File: src/rtl/spi_bridge_pkg.sv
`default_nettype none

package spi_bridge_pkg;

    // command byte values, first byte of every frame.
    localparam logic [7:0] cmd_reset           = 8'h01;
    localparam logic [7:0] cmd_set_keyb_matrix = 8'h10;
    localparam logic [7:0] cmd_bus_acquire     = 8'h20;
    localparam logic [7:0] cmd_bus_release     = 8'h21;
    localparam logic [7:0] cmd_mem_write       = 8'h22;
    localparam logic [7:0] cmd_mem_read        = 8'h23;
    localparam logic [7:0] cmd_io_write        = 8'h24;
    localparam logic [7:0] cmd_io_read         = 8'h25;

    // computer bus geometry.
    localparam int addr_width = 16;
    localparam int data_width = 8;

    // keyboard matrix width used unless the top level overrides it.
    localparam int key_bits_default = 64;

    // kind of bus cycle handed to the sequencer.
    typedef struct packed {
        logic io;    // 1 selects iorq_n, 0 selects mreq_n.
        logic read;  // 1 for a read cycle, 0 for a write cycle.
    } cycle_kind_t;

endpackage

`default_nettype wire

File: src/rtl/bus_cycle_master.sv
`timescale 1ns/1ps
`default_nettype none

module bus_cycle_master (
    input  logic                                 clk,
    input  logic                                 reset,
    input  logic                                 phi_fall,
    input  logic                                 phi_rise,
    input  logic                                 cycle_start,
    input  spi_bridge_pkg::cycle_kind_t          cycle_kind,
    input  logic                                 abort,
    input  logic [spi_bridge_pkg::data_width-1:0] rddata,
    output logic [spi_bridge_pkg::data_width-1:0] rd_result,
    output logic                                 rd_result_valid,
    output logic                                 rd_n,
    output logic                                 wr_n,
    output logic                                 mreq_n,
    output logic                                 iorq_n,
    output logic                                 wrdata_en
);

    import spi_bridge_pkg::*;

    typedef enum logic [2:0] {
        st_idle,
        st_cycle0,
        st_cycle1,
        st_cycle2,
        st_done
    } state_t;

    state_t      state;
    cycle_kind_t kind_r;

    always_ff @(posedge clk) begin
        if (reset) begin
            state           <= st_idle;
            rd_n            <= 1'b1;
            wr_n            <= 1'b1;
            mreq_n          <= 1'b1;
            iorq_n          <= 1'b1;
            wrdata_en       <= 1'b0;
            rd_result_valid <= 1'b0;
        end else begin
            rd_result_valid <= 1'b0;
            if (abort) begin
                state     <= st_idle;  // new frame, drop whatever was running.
                rd_n      <= 1'b1;
                wr_n      <= 1'b1;
                mreq_n    <= 1'b1;
                iorq_n    <= 1'b1;
                wrdata_en <= 1'b0;
            end else begin
                case (state)
                    st_idle: begin
                        if (cycle_start)
                            state <= st_cycle0;
                    end
                    st_cycle0: begin
                        if (phi_fall) begin
                            mreq_n    <= kind_r.io;
                            iorq_n    <= !kind_r.io;
                            rd_n      <= !kind_r.read;
                            wrdata_en <= !kind_r.read;  // drive data for the whole write.
                            state     <= st_cycle1;
                        end
                    end
                    st_cycle1: begin
                        if (phi_fall) begin
                            wr_n  <= kind_r.read;
                            state <= st_cycle2;
                        end
                    end
                    st_cycle2: begin
                        if (phi_fall) begin
                            rd_result_valid <= kind_r.read;
                            rd_n            <= 1'b1;
                            wr_n            <= 1'b1;
                            mreq_n          <= 1'b1;
                            iorq_n          <= 1'b1;
                            state           <= st_done;
                        end
                    end
                    st_done: begin
                        if (phi_rise) begin
                            wrdata_en <= 1'b0;  // data hold past the strobes.
                            state     <= st_idle;
                        end
                    end
                    default: state <= st_idle;
                endcase
            end
        end
    end

    always_ff @(posedge clk) begin
        if (state == st_idle && cycle_start)
            kind_r <= cycle_kind;
        if (state == st_cycle2 && phi_fall && kind_r.read)
            rd_result <= rddata;  // sampled while rd_n is still low.
    end

endmodule

`default_nettype wire

File: src/rtl/spi_bridge_top.sv
`timescale 1ns/1ps
`default_nettype none

module spi_bridge_top #(
    parameter int key_bits = spi_bridge_pkg::key_bits_default
) (
    input  logic                                 clk,
    input  logic                                 reset,
    input  logic                                 esp_ssel_n,
    input  logic                                 esp_sclk,
    input  logic                                 esp_mosi,
    output logic                                 esp_miso,
    input  logic                                 ebus_phi,
    output logic [spi_bridge_pkg::addr_width-1:0] bus_a,
    input  logic [spi_bridge_pkg::data_width-1:0] bus_rddata,
    output logic [spi_bridge_pkg::data_width-1:0] bus_wrdata,
    output logic                                 bus_wrdata_en,
    output logic                                 bus_rd_n,
    output logic                                 bus_wr_n,
    output logic                                 bus_mreq_n,
    output logic                                 bus_iorq_n,
    output logic                                 bus_busreq,
    output logic                                 reset_req,
    output logic [key_bits-1:0]                  keys
);

    // host spi pins on one side, computer bus on the other.
    spi_command_regs #(
        .key_bits (key_bits)
    ) u_spi_command_regs (
        .clk       (clk),
        .reset     (reset),
        .ssel_n    (esp_ssel_n),
        .sclk      (esp_sclk),
        .mosi      (esp_mosi),
        .miso      (esp_miso),
        .phi       (ebus_phi),
        .a         (bus_a),
        .rddata    (bus_rddata),
        .wrdata    (bus_wrdata),
        .wrdata_en (bus_wrdata_en),
        .rd_n      (bus_rd_n),
        .wr_n      (bus_wr_n),
        .mreq_n    (bus_mreq_n),
        .iorq_n    (bus_iorq_n),
        .busreq    (bus_busreq),
        .reset_req (reset_req),
        .keys      (keys)
    );

endmodule

`default_nettype wire

File: src/rtl/spi_command_regs.sv
`timescale 1ns/1ps
`default_nettype none

module spi_command_regs #(
    parameter int key_bits = spi_bridge_pkg::key_bits_default
) (
    input  logic                                 clk,
    input  logic                                 reset,
    input  logic                                 ssel_n,
    input  logic                                 sclk,
    input  logic                                 mosi,
    output logic                                 miso,
    input  logic                                 phi,
    output logic [spi_bridge_pkg::addr_width-1:0] a,
    input  logic [spi_bridge_pkg::data_width-1:0] rddata,
    output logic [spi_bridge_pkg::data_width-1:0] wrdata,
    output logic                                 wrdata_en,
    output logic                                 rd_n,
    output logic                                 wr_n,
    output logic                                 mreq_n,
    output logic                                 iorq_n,
    output logic                                 busreq,
    output logic                                 reset_req,
    output logic [key_bits-1:0]                  keys
);

    import spi_bridge_pkg::*;

    logic                  msg_start;
    logic                  msg_end;
    logic [7:0]            rxdata;
    logic                  rxdata_valid;
    logic [data_width-1:0] txdata;
    logic                  txdata_ack;
    logic                  tx_pending;
    logic                  in_frame;
    logic [7:0]            cmd;
    logic [2:0]            byte_cnt;
    logic [key_bits-1:0]   key_sr;
    logic [2:0]            phi_q;
    logic                  phi_fall;
    logic                  phi_rise;
    logic                  cmd_is_read;
    logic                  cmd_is_write;
    cycle_kind_t           cycle_kind;
    logic                  cycle_start;
    logic [data_width-1:0] rd_result;
    logic                  rd_result_valid;

    spi_target u_spi_target (
        .clk          (clk),
        .reset        (reset),
        .ssel_n       (ssel_n),
        .sclk         (sclk),
        .mosi         (mosi),
        .miso         (miso),
        .msg_start    (msg_start),
        .msg_end      (msg_end),
        .rxdata       (rxdata),
        .rxdata_valid (rxdata_valid),
        .txdata       (txdata),
        .txdata_ack   (txdata_ack)
    );

    bus_cycle_master u_bus_cycle_master (
        .clk             (clk),
        .reset           (reset),
        .phi_fall        (phi_fall),
        .phi_rise        (phi_rise),
        .cycle_start     (cycle_start),
        .cycle_kind      (cycle_kind),
        .abort           (msg_start),
        .rddata          (rddata),
        .rd_result       (rd_result),
        .rd_result_valid (rd_result_valid),
        .rd_n            (rd_n),
        .wr_n            (wr_n),
        .mreq_n          (mreq_n),
        .iorq_n          (iorq_n),
        .wrdata_en       (wrdata_en)
    );

    assign cmd_is_read     = (cmd == cmd_mem_read) || (cmd == cmd_io_read);
    assign cmd_is_write    = (cmd == cmd_mem_write) || (cmd == cmd_io_write);
    assign cycle_kind.io   = (cmd == cmd_io_read) || (cmd == cmd_io_write);
    assign cycle_kind.read = cmd_is_read;

    // phi comes from the computer clock domain.
    assign phi_fall = phi_q[2] && !phi_q[1];
    assign phi_rise = !phi_q[2] && phi_q[1];

    always_ff @(posedge clk) begin
        if (reset) begin
            phi_q       <= 3'b000;
            in_frame    <= 1'b0;
            cmd         <= 8'h00;
            byte_cnt    <= 3'd0;
            cycle_start <= 1'b0;
            reset_req   <= 1'b0;
            busreq      <= 1'b0;
            keys        <= '0;
        end else begin
            phi_q       <= {phi_q[1:0], phi};
            reset_req   <= msg_end && (cmd == cmd_reset);
            cycle_start <= rxdata_valid && in_frame &&
                           ((byte_cnt == 3'd2 && cmd_is_read) ||
                            (byte_cnt == 3'd3 && cmd_is_write));
            if (msg_start) begin
                in_frame <= 1'b1;
                cmd      <= 8'h00;  // no command until the first byte.
                byte_cnt <= 3'd0;
            end else if (msg_end) begin
                in_frame <= 1'b0;
            end else if (rxdata_valid && in_frame) begin
                if (byte_cnt == 3'd0)
                    cmd <= rxdata;
                if (byte_cnt != 3'd7)
                    byte_cnt <= byte_cnt + 3'd1;  // saturates past the data byte.
            end
            if (msg_end && cmd == cmd_set_keyb_matrix)
                keys <= key_sr;
            if (phi_fall && cmd == cmd_bus_acquire)
                busreq <= 1'b1;
            if (phi_fall && cmd == cmd_bus_release)
                busreq <= 1'b0;
        end
    end

    // argument bytes, address low then high, then write data.
    always_ff @(posedge clk) begin
        if (rxdata_valid && in_frame && byte_cnt != 3'd0) begin
            key_sr <= {rxdata, key_sr[key_bits-1:8]};  // first byte lands lowest.
            if (byte_cnt == 3'd1)
                a[7:0] <= rxdata;
            if (byte_cnt == 3'd2)
                a[15:8] <= rxdata;
            if (byte_cnt == 3'd3)
                wrdata <= rxdata;
        end
    end

    // read data is returned once, on the next byte the host clocks.
    always_ff @(posedge clk) begin
        if (reset) begin
            txdata     <= '0;
            tx_pending <= 1'b0;
        end else if (msg_start) begin
            txdata     <= '0;
            tx_pending <= 1'b0;
        end else if (rd_result_valid) begin
            txdata     <= rd_result;
            tx_pending <= 1'b1;
        end else if (txdata_ack && tx_pending) begin
            txdata     <= '0;
            tx_pending <= 1'b0;
        end
    end

endmodule

`default_nettype wire

File: src/rtl/spi_target.sv
`timescale 1ns/1ps
`default_nettype none

module spi_target (
    input  logic       clk,
    input  logic       reset,
    input  logic       ssel_n,
    input  logic       sclk,
    input  logic       mosi,
    output logic       miso,
    output logic       msg_start,
    output logic       msg_end,
    output logic [7:0] rxdata,
    output logic       rxdata_valid,
    input  logic [7:0] txdata,
    output logic       txdata_ack
);

    logic [2:0] ssel_q;
    logic [2:0] sclk_q;
    logic [1:0] mosi_q;
    logic       selected;
    logic       sclk_rise;
    logic       sclk_fall;
    logic [2:0] bit_cnt;
    logic [6:0] rx_shift;
    logic [7:0] tx_shift;
    logic       tx_armed;

    always_ff @(posedge clk) begin
        if (reset) begin
            ssel_q <= 3'b111;  // deselected.
            sclk_q <= 3'b000;
            mosi_q <= 2'b00;
        end else begin
            ssel_q <= {ssel_q[1:0], ssel_n};
            sclk_q <= {sclk_q[1:0], sclk};
            mosi_q <= {mosi_q[0], mosi};
        end
    end

    assign selected  = !ssel_q[1];
    assign sclk_rise = selected && sclk_q[1] && !sclk_q[2];
    assign sclk_fall = selected && !sclk_q[1] && sclk_q[2];

    always_ff @(posedge clk) begin
        if (reset) begin
            msg_start    <= 1'b0;
            msg_end      <= 1'b0;
            bit_cnt      <= 3'd0;
            rxdata_valid <= 1'b0;
        end else begin
            msg_start    <= ssel_q[2] && !ssel_q[1];
            msg_end      <= !ssel_q[2] && ssel_q[1];
            rxdata_valid <= 1'b0;
            if (!selected) begin
                bit_cnt <= 3'd0;
            end else if (sclk_rise) begin
                bit_cnt      <= bit_cnt + 3'd1;
                rxdata_valid <= (bit_cnt == 3'd7);  // eighth bit completes the byte.
            end
        end
    end

    // receive shifter, msb first.
    always_ff @(posedge clk) begin
        if (sclk_rise) begin
            rx_shift <= {rx_shift[5:0], mosi_q[1]};
            if (bit_cnt == 3'd7)
                rxdata <= {rx_shift, mosi_q[1]};
        end
    end

    // while armed the shifter follows txdata so the msb is ready before the first rise.
    always_ff @(posedge clk) begin
        if (reset) begin
            tx_armed   <= 1'b0;
            txdata_ack <= 1'b0;
            tx_shift   <= 8'h00;
        end else begin
            txdata_ack <= 1'b0;
            if (!selected) begin
                tx_armed <= 1'b1;
            end else if (sclk_rise && bit_cnt == 3'd0) begin
                tx_armed   <= 1'b0;  // byte started, txdata is taken.
                txdata_ack <= 1'b1;
            end else if (sclk_fall && bit_cnt == 3'd0) begin
                tx_armed <= 1'b1;
            end

            if (tx_armed)
                tx_shift <= txdata;
            else if (sclk_fall)
                tx_shift <= (bit_cnt == 3'd0) ? txdata : {tx_shift[6:0], 1'b0};
        end
    end

    assign miso = tx_shift[7];

endmodule

`default_nettype wire

File: config.mk
export PLATFORM = sky130hd
export DESIGN_NAME = spi_bridge_top
export DESIGN_NICKNAME = d
export VERILOG_FILES = /design/src/rtl/spi_bridge_pkg.sv /design/src/rtl/bus_cycle_master.sv /design/src/rtl/spi_bridge_top.sv /design/src/rtl/spi_command_regs.sv /design/src/rtl/spi_target.sv
export SDC_FILE = /design/constraint.sdc
export NUM_CORES = 1
export LEC_CHECK = 0
export ABC_AREA = 1
export BUFFER_PORTS_ARGS = -buffer_cell sky130_fd_sc_hd__buf_2
export CORE_MARGIN = 4
export CORE_UTILIZATION = 45
export DETAILED_ROUTE_END_ITERATION = 16
export PLACE_DENSITY = 0.78
export SETUP_SLACK_MARGIN = 0.15
export SLEW_MARGIN = 20
export SYNTH_ARGS = -nofsm -noshare
export SYNTH_HDL_FRONTEND = slang
export SYNTH_SLANG_ARGS = --single-unit
export TNS_END_PERCENT = 1
File: constraint.sdc
create_clock -name clk -period 2.4 [get_ports clk]
set_input_delay 0.12 -clock clk [delete_from_list [all_inputs] [get_ports clk]]
set_output_delay 0.12 -clock clk [all_outputs]
set_load 0.005 [all_outputs]
### Word-level counts from Yosys, hierarchy flattened

Index checks and enable logic that the tools add are counted.

| storage, ports and cells | value |
|---|---|
| register bits | 237 |
| output and inout port bits | 96 |
| logic and storage cells | 155 |

| operators by class | value |
|---|---|
| $add $sub $neg | 2 |
| equality and inequality tests | 22 |
| mux-type cells | 30 |
| bitwise gates (word level) | 4 |
| reductions and logical operators | 61 |

Operators with widths:

| kind | number |
|---|---|
| equality test 8 x 6 -> 1 bit, second input constant | 6 |
| two-way mux 8 bit | 5 |
| logical AND 1 bit | 23 |
| two-way mux 3 bit | 5 |
| one-hot mux 3 bit (5 select lines) | 1 |
| AND reduction 3 bit | 5 |
| two-way mux 1 bit | 14 |
| equality test 3 x 2 -> 1 bit, second input constant | 4 |
| nonzero test 2 bit | 6 |
| != test 2 x 1 -> 1 bit, second input constant | 5 |
| one-hot mux 1 bit (2 select lines) | 5 |
| logical NOT 3 bit | 3 |
| equality test 8 x 1 -> 1 bit, second input constant | 1 |
| equality test 8 x 5 -> 1 bit, second input constant | 1 |
| logical NOT 1 bit | 8 |
| AND reduction 2 bit | 4 |
| adder 3 x 1 -> 3 bit, second input constant | 2 |
| equality test 3 x 1 -> 1 bit, second input constant | 2 |
| equality test 3 bit, second input constant | 2 |
| nonzero test 3 bit | 2 |
| OR reduction 2 bit | 3 |
| AND reduction 5 bit | 1 |
| logical OR 1 bit | 4 |
| inverter 1 bit | 4 |
| 3 further kinds | 3 |

### Depth between registers and ports, before layout

Gate-level depths: netlist of the first run.

| logic depth | value |
|---|---|
| depth in word-level cells | 7 |
| gate-level depth with buffers | 10 |

### Modules after synthesis

Synthesis of the first run repeated with hierarchy kept, for this count alone.

| second synthesis, totals | value |
|---|---|
| cell total of the unflattened synthesis | 893 |
| area, all modules | 8959.8 um^2 |

Modules (own cells, without submodules):

| module | instances | cells each | area an instance (um^2) |
|---|---|---|---|
| spi_command_regs | 1 | 671 | 6734.0 |
| spi_target | 1 | 150 | 1481.4 |
| bus_cycle_master | 1 | 72 | 744.5 |

### Least setup slack after synthesis of the first run

OpenSTA, ideal clock, no wires.

| path | value |
|---|---|
| path kind | register -> register |
| from | register u_spi_command_regs.byte_cnt[0] |
| to | register u_spi_command_regs.key_sr[0] (enable) |
| library setup time | 0.418 ns |
| data arrival time | 2.019 ns |
| data required time | 1.982 ns |
| path slack | -0.037 ns |
| cell stages (with the launch flop) | 6 |
| path buffers | 0 |
| clock period less this slack | 2.437 ns |
| path through | dfxtp_1 > inv_1 > ha_1 > nand2_1 > nand2_1 > inv_1 |

| on the way | value |
|---|---|
| longest elaborated chain between the ends | 2 |

RTL lines:

| what | RTL line | source |
|---|---|---|
| from (decl) | spi_command_regs.sv:38 | `logic [2:0] byte_cnt;` |
| from (signal assigned) | spi_command_regs.sv:118 | `byte_cnt <= byte_cnt + 3'd1;` |
| nonzero test 3 bit | spi_command_regs.sv:131 | `if (rxdata_valid && in_frame && byte_cnt != 3'd0) begin` |
| logical AND 1 bit | spi_command_regs.sv:131 |  |
| to (signal assigned) | spi_command_regs.sv:132 | `key_sr <= {rxdata, key_sr[key_bits-1:8]};` |
| to (decl) | spi_command_regs.sv:39 | `logic [key_bits-1:0] key_sr;` |

Every way passes these cells.
A chain may end at the register's enable or synchronous reset.

### Worst setup path in the final report of the first run

| path | value |
|---|---|
| from | register u_spi_command_regs.u_bus_cycle_master.state[2] |
| to | register u_spi_command_regs.u_bus_cycle_master.rd_result[4] (netlist name) (enable) |

| on the way | value |
|---|---|
| longest elaborated chain between the ends | 3 |

RTL lines:

| what | RTL line | source |
|---|---|---|
| from (decl) | bus_cycle_master.sv:32 | `state_t state;` |
| from (signal assigned) | bus_cycle_master.sv:37 | `state <= st_idle;` |
| from (signal assigned) | bus_cycle_master.sv:47 | `state <= st_idle;` |
| from (signal assigned) | bus_cycle_master.sv:57 | `state <= st_cycle0;` |
| equality test 3 x 2 -> 1 bit | bus_cycle_master.sv:99 | `if (state == st_cycle2 && phi_fall && kind_r.read)` |
| logical AND 1 bit (2 in series) | bus_cycle_master.sv:99 |  |
| to (signal assigned) | bus_cycle_master.sv:100 | `rd_result <= rddata;` |
| to (decl) | bus_cycle_master.sv:13 | `output logic [spi_bridge_pkg::data_width-1:0] rd_result,` |

Every way passes these cells.

==> results of run 1 <==
==> routing by layer <==
metal | GRT usage | share of wire | vias up
met4 | 0.0292 | 0.013 | 0
met5 | 0 | 0 | -
li1 | - | - | 2965
met1 | 0.178 | 0.43 | 2643
met3 | 0.0369 | 0.055 | 15
met2 | 0.268 | 0.51 | 113
==> layout by cell type, fill, tap and decap left out, drive strengths merged <==
| cell type | n |
|---|---|
| buf | 117 |
| inv | 119 |
| a31oi | 1 |
| nand2 | 191 |
| clkbuf | 34 |
| bufinv | 1 |
| o21ai | 30 |
| or2 | 2 |
| dfxtp | 124 |
| dlygate4sd3 | 16 |
| ha | 9 |
| o21bai | 1 |
| nand4 | 3 |
| nor2 | 171 |
| nor4 | 1 |
| nor3 | 6 |
| clkinvlp | 2 |
| edfxtp | 113 |
| a21oi | 35 |
| clkinv | 8 |
| nand3 | 22 |
| o22ai | 2 |
| nand3b | 1 |
==> synthesized netlist by cell type (all sizes together) <==
cell,number,share of area
a31oi,1,0.00073
clkbuf,5,0.0022
or2,2,0.0014
a21oi,35,0.020
nor2,171,0.082
dfxtp,124,0.29
ha,9,0.013
o22ai,2,0.0014
nand4,3,0.0022
nand3,22,0.013
o21ai,30,0.017
o21bai,1,0.00087
nand3b,1,0.00087
nand2,191,0.084
buf,25,0.024
edfxtp,113,0.39
clkinv,1,0.00043
inv,118,0.051
nor3,6,0.0035
nor4,1,0.00073
==> cell type report <==
type | count | area, µm² | share of cell area
sequential | 237 | 5880 | 0.571
inverter | 119 | 450 | 0.0438
clock buffer | 34 | 679 | 0.0661
timing repair buffer | 133 | 803 | 0.0781
clock inverter | 11 | 101 | 0.00985
tap | 234 | 293 | 0.0285
multi-input combinational | 475 | 2080 | 0.203
==> cell families after synthesis <==
group,count (synthesis)
and+or+nand+nor,397
buffers and inverters,149
DFF,237
adders and majority gates,9
AOI/OAI and AO/OA,69
==> worst max-delay path by stage <==
stage | from | end | slack, ns | cells after the start
after floorplan | u_spi_command_regs.byte_cnt[0] | u_spi_command_regs.key_sr[0] | 0.30 | 5
after global placement | u_spi_command_regs.u_bus_cycle_master.state[2] | u_spi_command_regs.u_bus_cycle_master.rd_result[4] | 0.81 | 5
after global routing | u_spi_command_regs.u_bus_cycle_master.state[2] | u_spi_command_regs.u_bus_cycle_master.rd_result[5] | 0.60 | 5
after CTS | u_spi_command_regs.u_bus_cycle_master.state[2] | u_spi_command_regs.u_bus_cycle_master.rd_result[3] | 0.70 | 5
after detailed placement | u_spi_command_regs.u_bus_cycle_master.state[2] | u_spi_command_regs.u_bus_cycle_master.rd_result[4] | 0.71 | 5
final | u_spi_command_regs.u_bus_cycle_master.state[2] | u_spi_command_regs.u_bus_cycle_master.rd_result[4] | 0.71 | 5
==> state kept, by name, indices dropped and copies added, names as in the netlist, 7 cells and up <==
name                                             flops
u_spi_command_regs.a                                16
u_spi_command_regs.cmd                               8
u_spi_command_regs.key_sr                           64
u_spi_command_regs.keys                             64
u_spi_command_regs.txdata                            8
u_spi_command_regs.u_bus_cycle_master.rd_result      8
u_spi_command_regs.u_spi_target.rx_shift             7
u_spi_command_regs.u_spi_target.rxdata               8
u_spi_command_regs.u_spi_target.tx_shift             8
u_spi_command_regs.wrdata                            8
==> metrics by stage <==
stage | cell area (µm²) | worst slack (ns) | utilization
finish | 10300 | 0.712 | 0.548
global route | 10300 | 0.600 | 0.548
CTS | 10300 | 0.698 | 0.548
detailed placement | 9350 | 0.709 | 0.498
global placement | 9350 | 0.808 | 0.498
floorplan | 8630 | 0.304 | -
==> power by group through the flow <==
stage | logic (mW) | clock network (mW) | registers, mW
after detailed placement | 0.262 | 0 | 4.35
after global placement | 0.255 | 0 | 4.35
after floorplan | 0.209 | 0 | 4.34
after CTS | 0.283 | 3.70 | 4.26
final | 0.284 | 3.61 | 4.26
after global routing | 0.336 | 3.88 | 4.26
==> critical path, delay by kind of cell (launching register included) <==
| kind | cells | cell delay, ns |
|---|---|---|
| DFF | 1 | 0.33 |
| and+or+nand+nor | 4 | 0.83 |
| buffers and inverters | 1 | 0.16 |
==> impl_metrics.yaml, run 1 <==
grt:
  grt_pass1_wl_mm: 26.5
  grt_use_total: 0.147
  grt_antenna_before_repair: 0
  grt_max_degree: 79
  grt_pass1_vias: 5571
  grt_overflow: 0
worst_setup_path:
  r2r_slack_ns: 0.71
  critPathLaunchType: "register"
  crit_chain: "inv_1 -> nand2_1 -> nor2_1 -> nand2_1 -> nor2_1"
  cp_max_fo: 8
  worst_path_max_delay_cell: "nor2_1"
  critPathRequiredTime_ns: 2.56
  critPathKind: "register to register"
  reg2regPathDepth: 5
  reg2reg_from: "u_spi_command_regs.u_bus_cycle_master.state[2]"
  cp.arrival_ns: 1.84
  cp_slowest_stage_delay_ns: 0.51
  r2r_end: "u_spi_command_regs.u_bus_cycle_master.rd_result[4]"
  cp-end-kind: "register"
sta:
  fin_hold_ws_ns: 0.308
  fin_skew_ns: 0.0219
  post-route-min-period_ns: 1.69
  tightest_slew_ns: 0.705
  final-hold-violation-count: 0
  grt_setup_unrepaired: "false"
  drv_slew: 0
  max-slew-margin-rel: 0.528
  tns_ns: 0
  fin_crit_sh: 0.703
  setup_viol: 0
  max_freq_mhz: 592
route:
  ant_nets: 0
  routed_via_density: 4.61
  firstDrtPassIters: 5
  drt_iter0_markers: 322
  route.detailed.drc: 0
  num_vias: 5736
  wl_mm: 16.0
  wl_per_cell_um: 12.9
die:
  initial_core_util: 0.460
  die_height_um: 146
  rows: 50
  die_area_um2: 21500
  dieWidth_um: 146
  io_pins: 110
  core_um2: 18800
yosys:
  synth_adder_area_share: 0.0131
  synth_xor_area_frac: 0
  ys_ff_latch: 237
  yosysWarningCount: 0
  syn_nets: 884
  synth_mux_area_frac: 0
  synth_top_family_by_area: "simple AND/OR/NAND/NOR gates"
  synth_cell_types: 29
  synth_compound_area_frac: 0.0407
  synth_cells: 861
  netlist_area_um2: 8630
  avgSynthCellArea_um2: 10.0
  synthSimpleGateAreaFrac: 0.188
  yosysSeqAreaShare: 0.681
power_and_ir_drop:
  total_power_mw: 8.16
  seqPwrFrac: 0.522
  peakVddDrop_uv: 648
  power.leakage_nw: 4.38
  power.switching_mw: 1.71
  power_frac_clock: 0.443
  sw_frac_of_total: 0.209
  intPower_mw: 6.45
  combPwrFrac: 0.035
  power_density_nw_per_um2: 793
cells_and_area:
  diodes: 0
  drive_gt1_frac: 0.183
  final_cells: 1243
  syn_to_final_growth_pct: 19.2
  n_fill_cell: 1619
  nNetsFinal: 1014
clock_network:
  cts_tree: "yes"
  cts.sinks: 237
  cts_buffers: 25
  ctsLongestPathBuffers: 3
  post-cts-setup-buffers: 0
  ctsHtreeMaxLevel: 1
  path_clk_slew_ns: 0.06
  root_buffer: "clkbuf_16"
  clock_latency_ns: 0.52
  ctsResizeCount: 0
  hold_buffers: 16
run_status:
  outcome: "finished clean"
placed_design:
  gp_congestion: 0.827
  dp_cells: 1182
  hpwl_mm: 10.8
  portBuffers: 109
min_path:
  hold_class: "input pin to register"
  hold_end: "u_spi_command_regs.u_bus_cycle_master.rd_result[0]"
  hp-start: "bus_rddata[0]"
  min_path_cells: 2
job:
  max-cap-violations: 0
No activity file was read; power rests on OpenSTA's default activity.
==> run 2, diff against run 1 <==
Settings changed: PLACE_DENSITY 0.78 to 0.76.
Clock period 2.4 ns to 1.61 ns, I/O delays scaled along.
==> impl_metrics.yaml, run 2 (same netlist as run 1, synthesis figures left out) <==
run_status:
  outcome: "finished clean"
sta:
  fin_skew_ns: 0.0194
  drv_slew: 0
  fin_hold_ws_ns: 0.284
  post-route-min-period_ns: 1.44
  tightest_slew_ns: 0.422
  fin_crit_sh: 0.896
  max-slew-margin-rel: 0.718
  final-hold-violation-count: 0
  setup_viol: 0
  max_freq_mhz: 694
  grt_setup_unrepaired: "true"
power_and_ir_drop:
  total_power_mw: 12.7
  power.leakage_nw: 4.55
  power_density_nw_per_um2: 1200
  peakVddDrop_uv: 892
worst_setup_path:
  crit_end: "u_spi_command_regs.key_sr[35]"
  r2r_end: "u_spi_command_regs.key_sr[35]"
  cp_max_fo: 23
  r2r_slack_ns: 0.17
  reg2regPathDepth: 6
  critPathRequiredTime_ns: 1.80
  crit_start: "u_spi_command_regs.byte_cnt[1]"
  critPathLaunchType: "register"
  cp.arrival_ns: 1.63
  cp-end-kind: "register"
  critPathKind: "register to register"
  reg2reg_from: "u_spi_command_regs.byte_cnt[1]"
die:
  dieWidth_um: 146
  core_um2: 18800
  initial_core_util: 0.460
  rows: 50
  io_pins: 110
  die_height_um: 146
  die_area_um2: 21500
route:
  routed_via_density: 4.60
  ant_nets: 0
  wl_per_cell_um: 13.1
  drt_iter0_markers: 287
  firstDrtPassIters: 5
  route.detailed.drc: 0
  num_vias: 5791
  wl_mm: 16.5
grt:
  grt_overflow: 0
  grt_pass1_wl_mm: 26.7
  grt_max_degree: 46
  grt_use_total: 0.150
  grt_pass1_vias: 5603
  grt_antenna_before_repair: 0
clock_network:
  clock_latency_ns: 0.52
  path_clk_slew_ns: 0.06
  ctsLongestPathBuffers: 3
  root_buffer: "clkbuf_16"
  ctsHtreeMaxLevel: 1
  cts.sinks: 237
  cts_buffers: 26
  cts_tree: "yes"
placed_design:
  hpwl_mm: 11.1
  gp_congestion: 0.812
  portBuffers: 109
  place_area_um2: 9510
cells_and_area:
  utilization: 0.563
  layout_commonest_cell: "nand2_1"
  drive_gt1_frac: 0.212
  stdcell_area_um2: 10600
  mostFrequentLayoutCells: "nand2_1 (186), nor2_1 (149), dfxtp_1 (122)"
  diodes: 0
  nNetsFinal: 1028
  syn_to_final_growth_pct: 22.5
  largestRegisters: "u_spi_command_regs.key_sr: 64 flops, u_spi_command_regs.keys: 64 flops, u_spi_command_regs.a: 16 flops"
min_path:
  min_path_cells: 2
  hold_class: "input pin to register"
job:
  max-cap-violations: 0
[run 2: cell types whose count changed in the layout (fill, tap and decap cells not counted), sizes merged]
cell,previous run,this run
buf,117,130
clkbuf,34,35
clkinv,8,11
clkinvlp,2,1
[run 2: area by class of cell]
cell class	instances	area (µm²)
multi-input cells	475	2110
clock buffers	35	786
fillers	1601	8200
inverters	119	450
flip-flops and latches	237	5880
well taps	234	293
clock inverters	13	105
repair buffers	146	951
[run 2: power by group]
| part | internal [mW] | switching (mW) |
|---|---|---|
| Clock | 3.59 | 2.32 |
| Combinational | 0.167 | 0.267 |
| Sequential | 6.31 | 0.0382 |
| Total | 10.1 | 2.63 |
[run 2: worst max-delay path: stages, from the launching register on]
cell and delay (ns):
dfxtp_2 0.35, inv_2 0.07, ha_4 0.16, nand2_2 0.07, nand2_4 0.06, clkinvlp_4 0.11, buf_4 0.30
[run 2: metal layers]
metal / part of all wire / routed length, µm / GRT usage / vias to the layer above
met5: 0 / 0 / 0 / -
met4: 0.020 / 323 / 0.0466 / 0
met3: 0.064 / 1060 / 0.0397 / 25
met2: 0.50 / 8200 / 0.264 / 138
met1: 0.42 / 6870 / 0.179 / 2634
li1: - / - / - / 2994
[run 2: what timing repair did]
action,in CTS,in global routing
buffers inserted,0,1
resized for setup,0,1
endpoints found under the setup margin,0,104
endpoints found under the hold margin,20,0
hold buffers,16,0
[run 2: through the flow]
step,TNS [ns],setup WS [ns],cells
final,0,0.168,1259
after CTS,0,0.154,1258
after global placement,0,0.206,1194
after floorplan,-22.82,-0.351,861
after detailed placement,0,0.158,1194
after global routing,0,0.0460,1259
[run 2: how the worst min path moves through the flow]
| stage | from | to | slack [ns] |
|---|---|---|---|
| after floorplan | bus_rddata[0] | u_spi_command_regs.u_bus_cycle_master.rd_result[0] | 0.18 |
| after global placement | bus_rddata[6] | u_spi_command_regs.u_bus_cycle_master.rd_result[6] | 0.26 |
| after detailed placement | bus_rddata[1] | u_spi_command_regs.u_bus_cycle_master.rd_result[1] | 0.26 |
| after CTS | bus_rddata[5] | u_spi_command_regs.u_bus_cycle_master.rd_result[5] | 0.26 |
| after global routing | bus_rddata[2] | u_spi_command_regs.u_bus_cycle_master.rd_result[2] | 0.28 |
| final | bus_rddata[2] | u_spi_command_regs.u_bus_cycle_master.rd_result[2] | 0.28 |
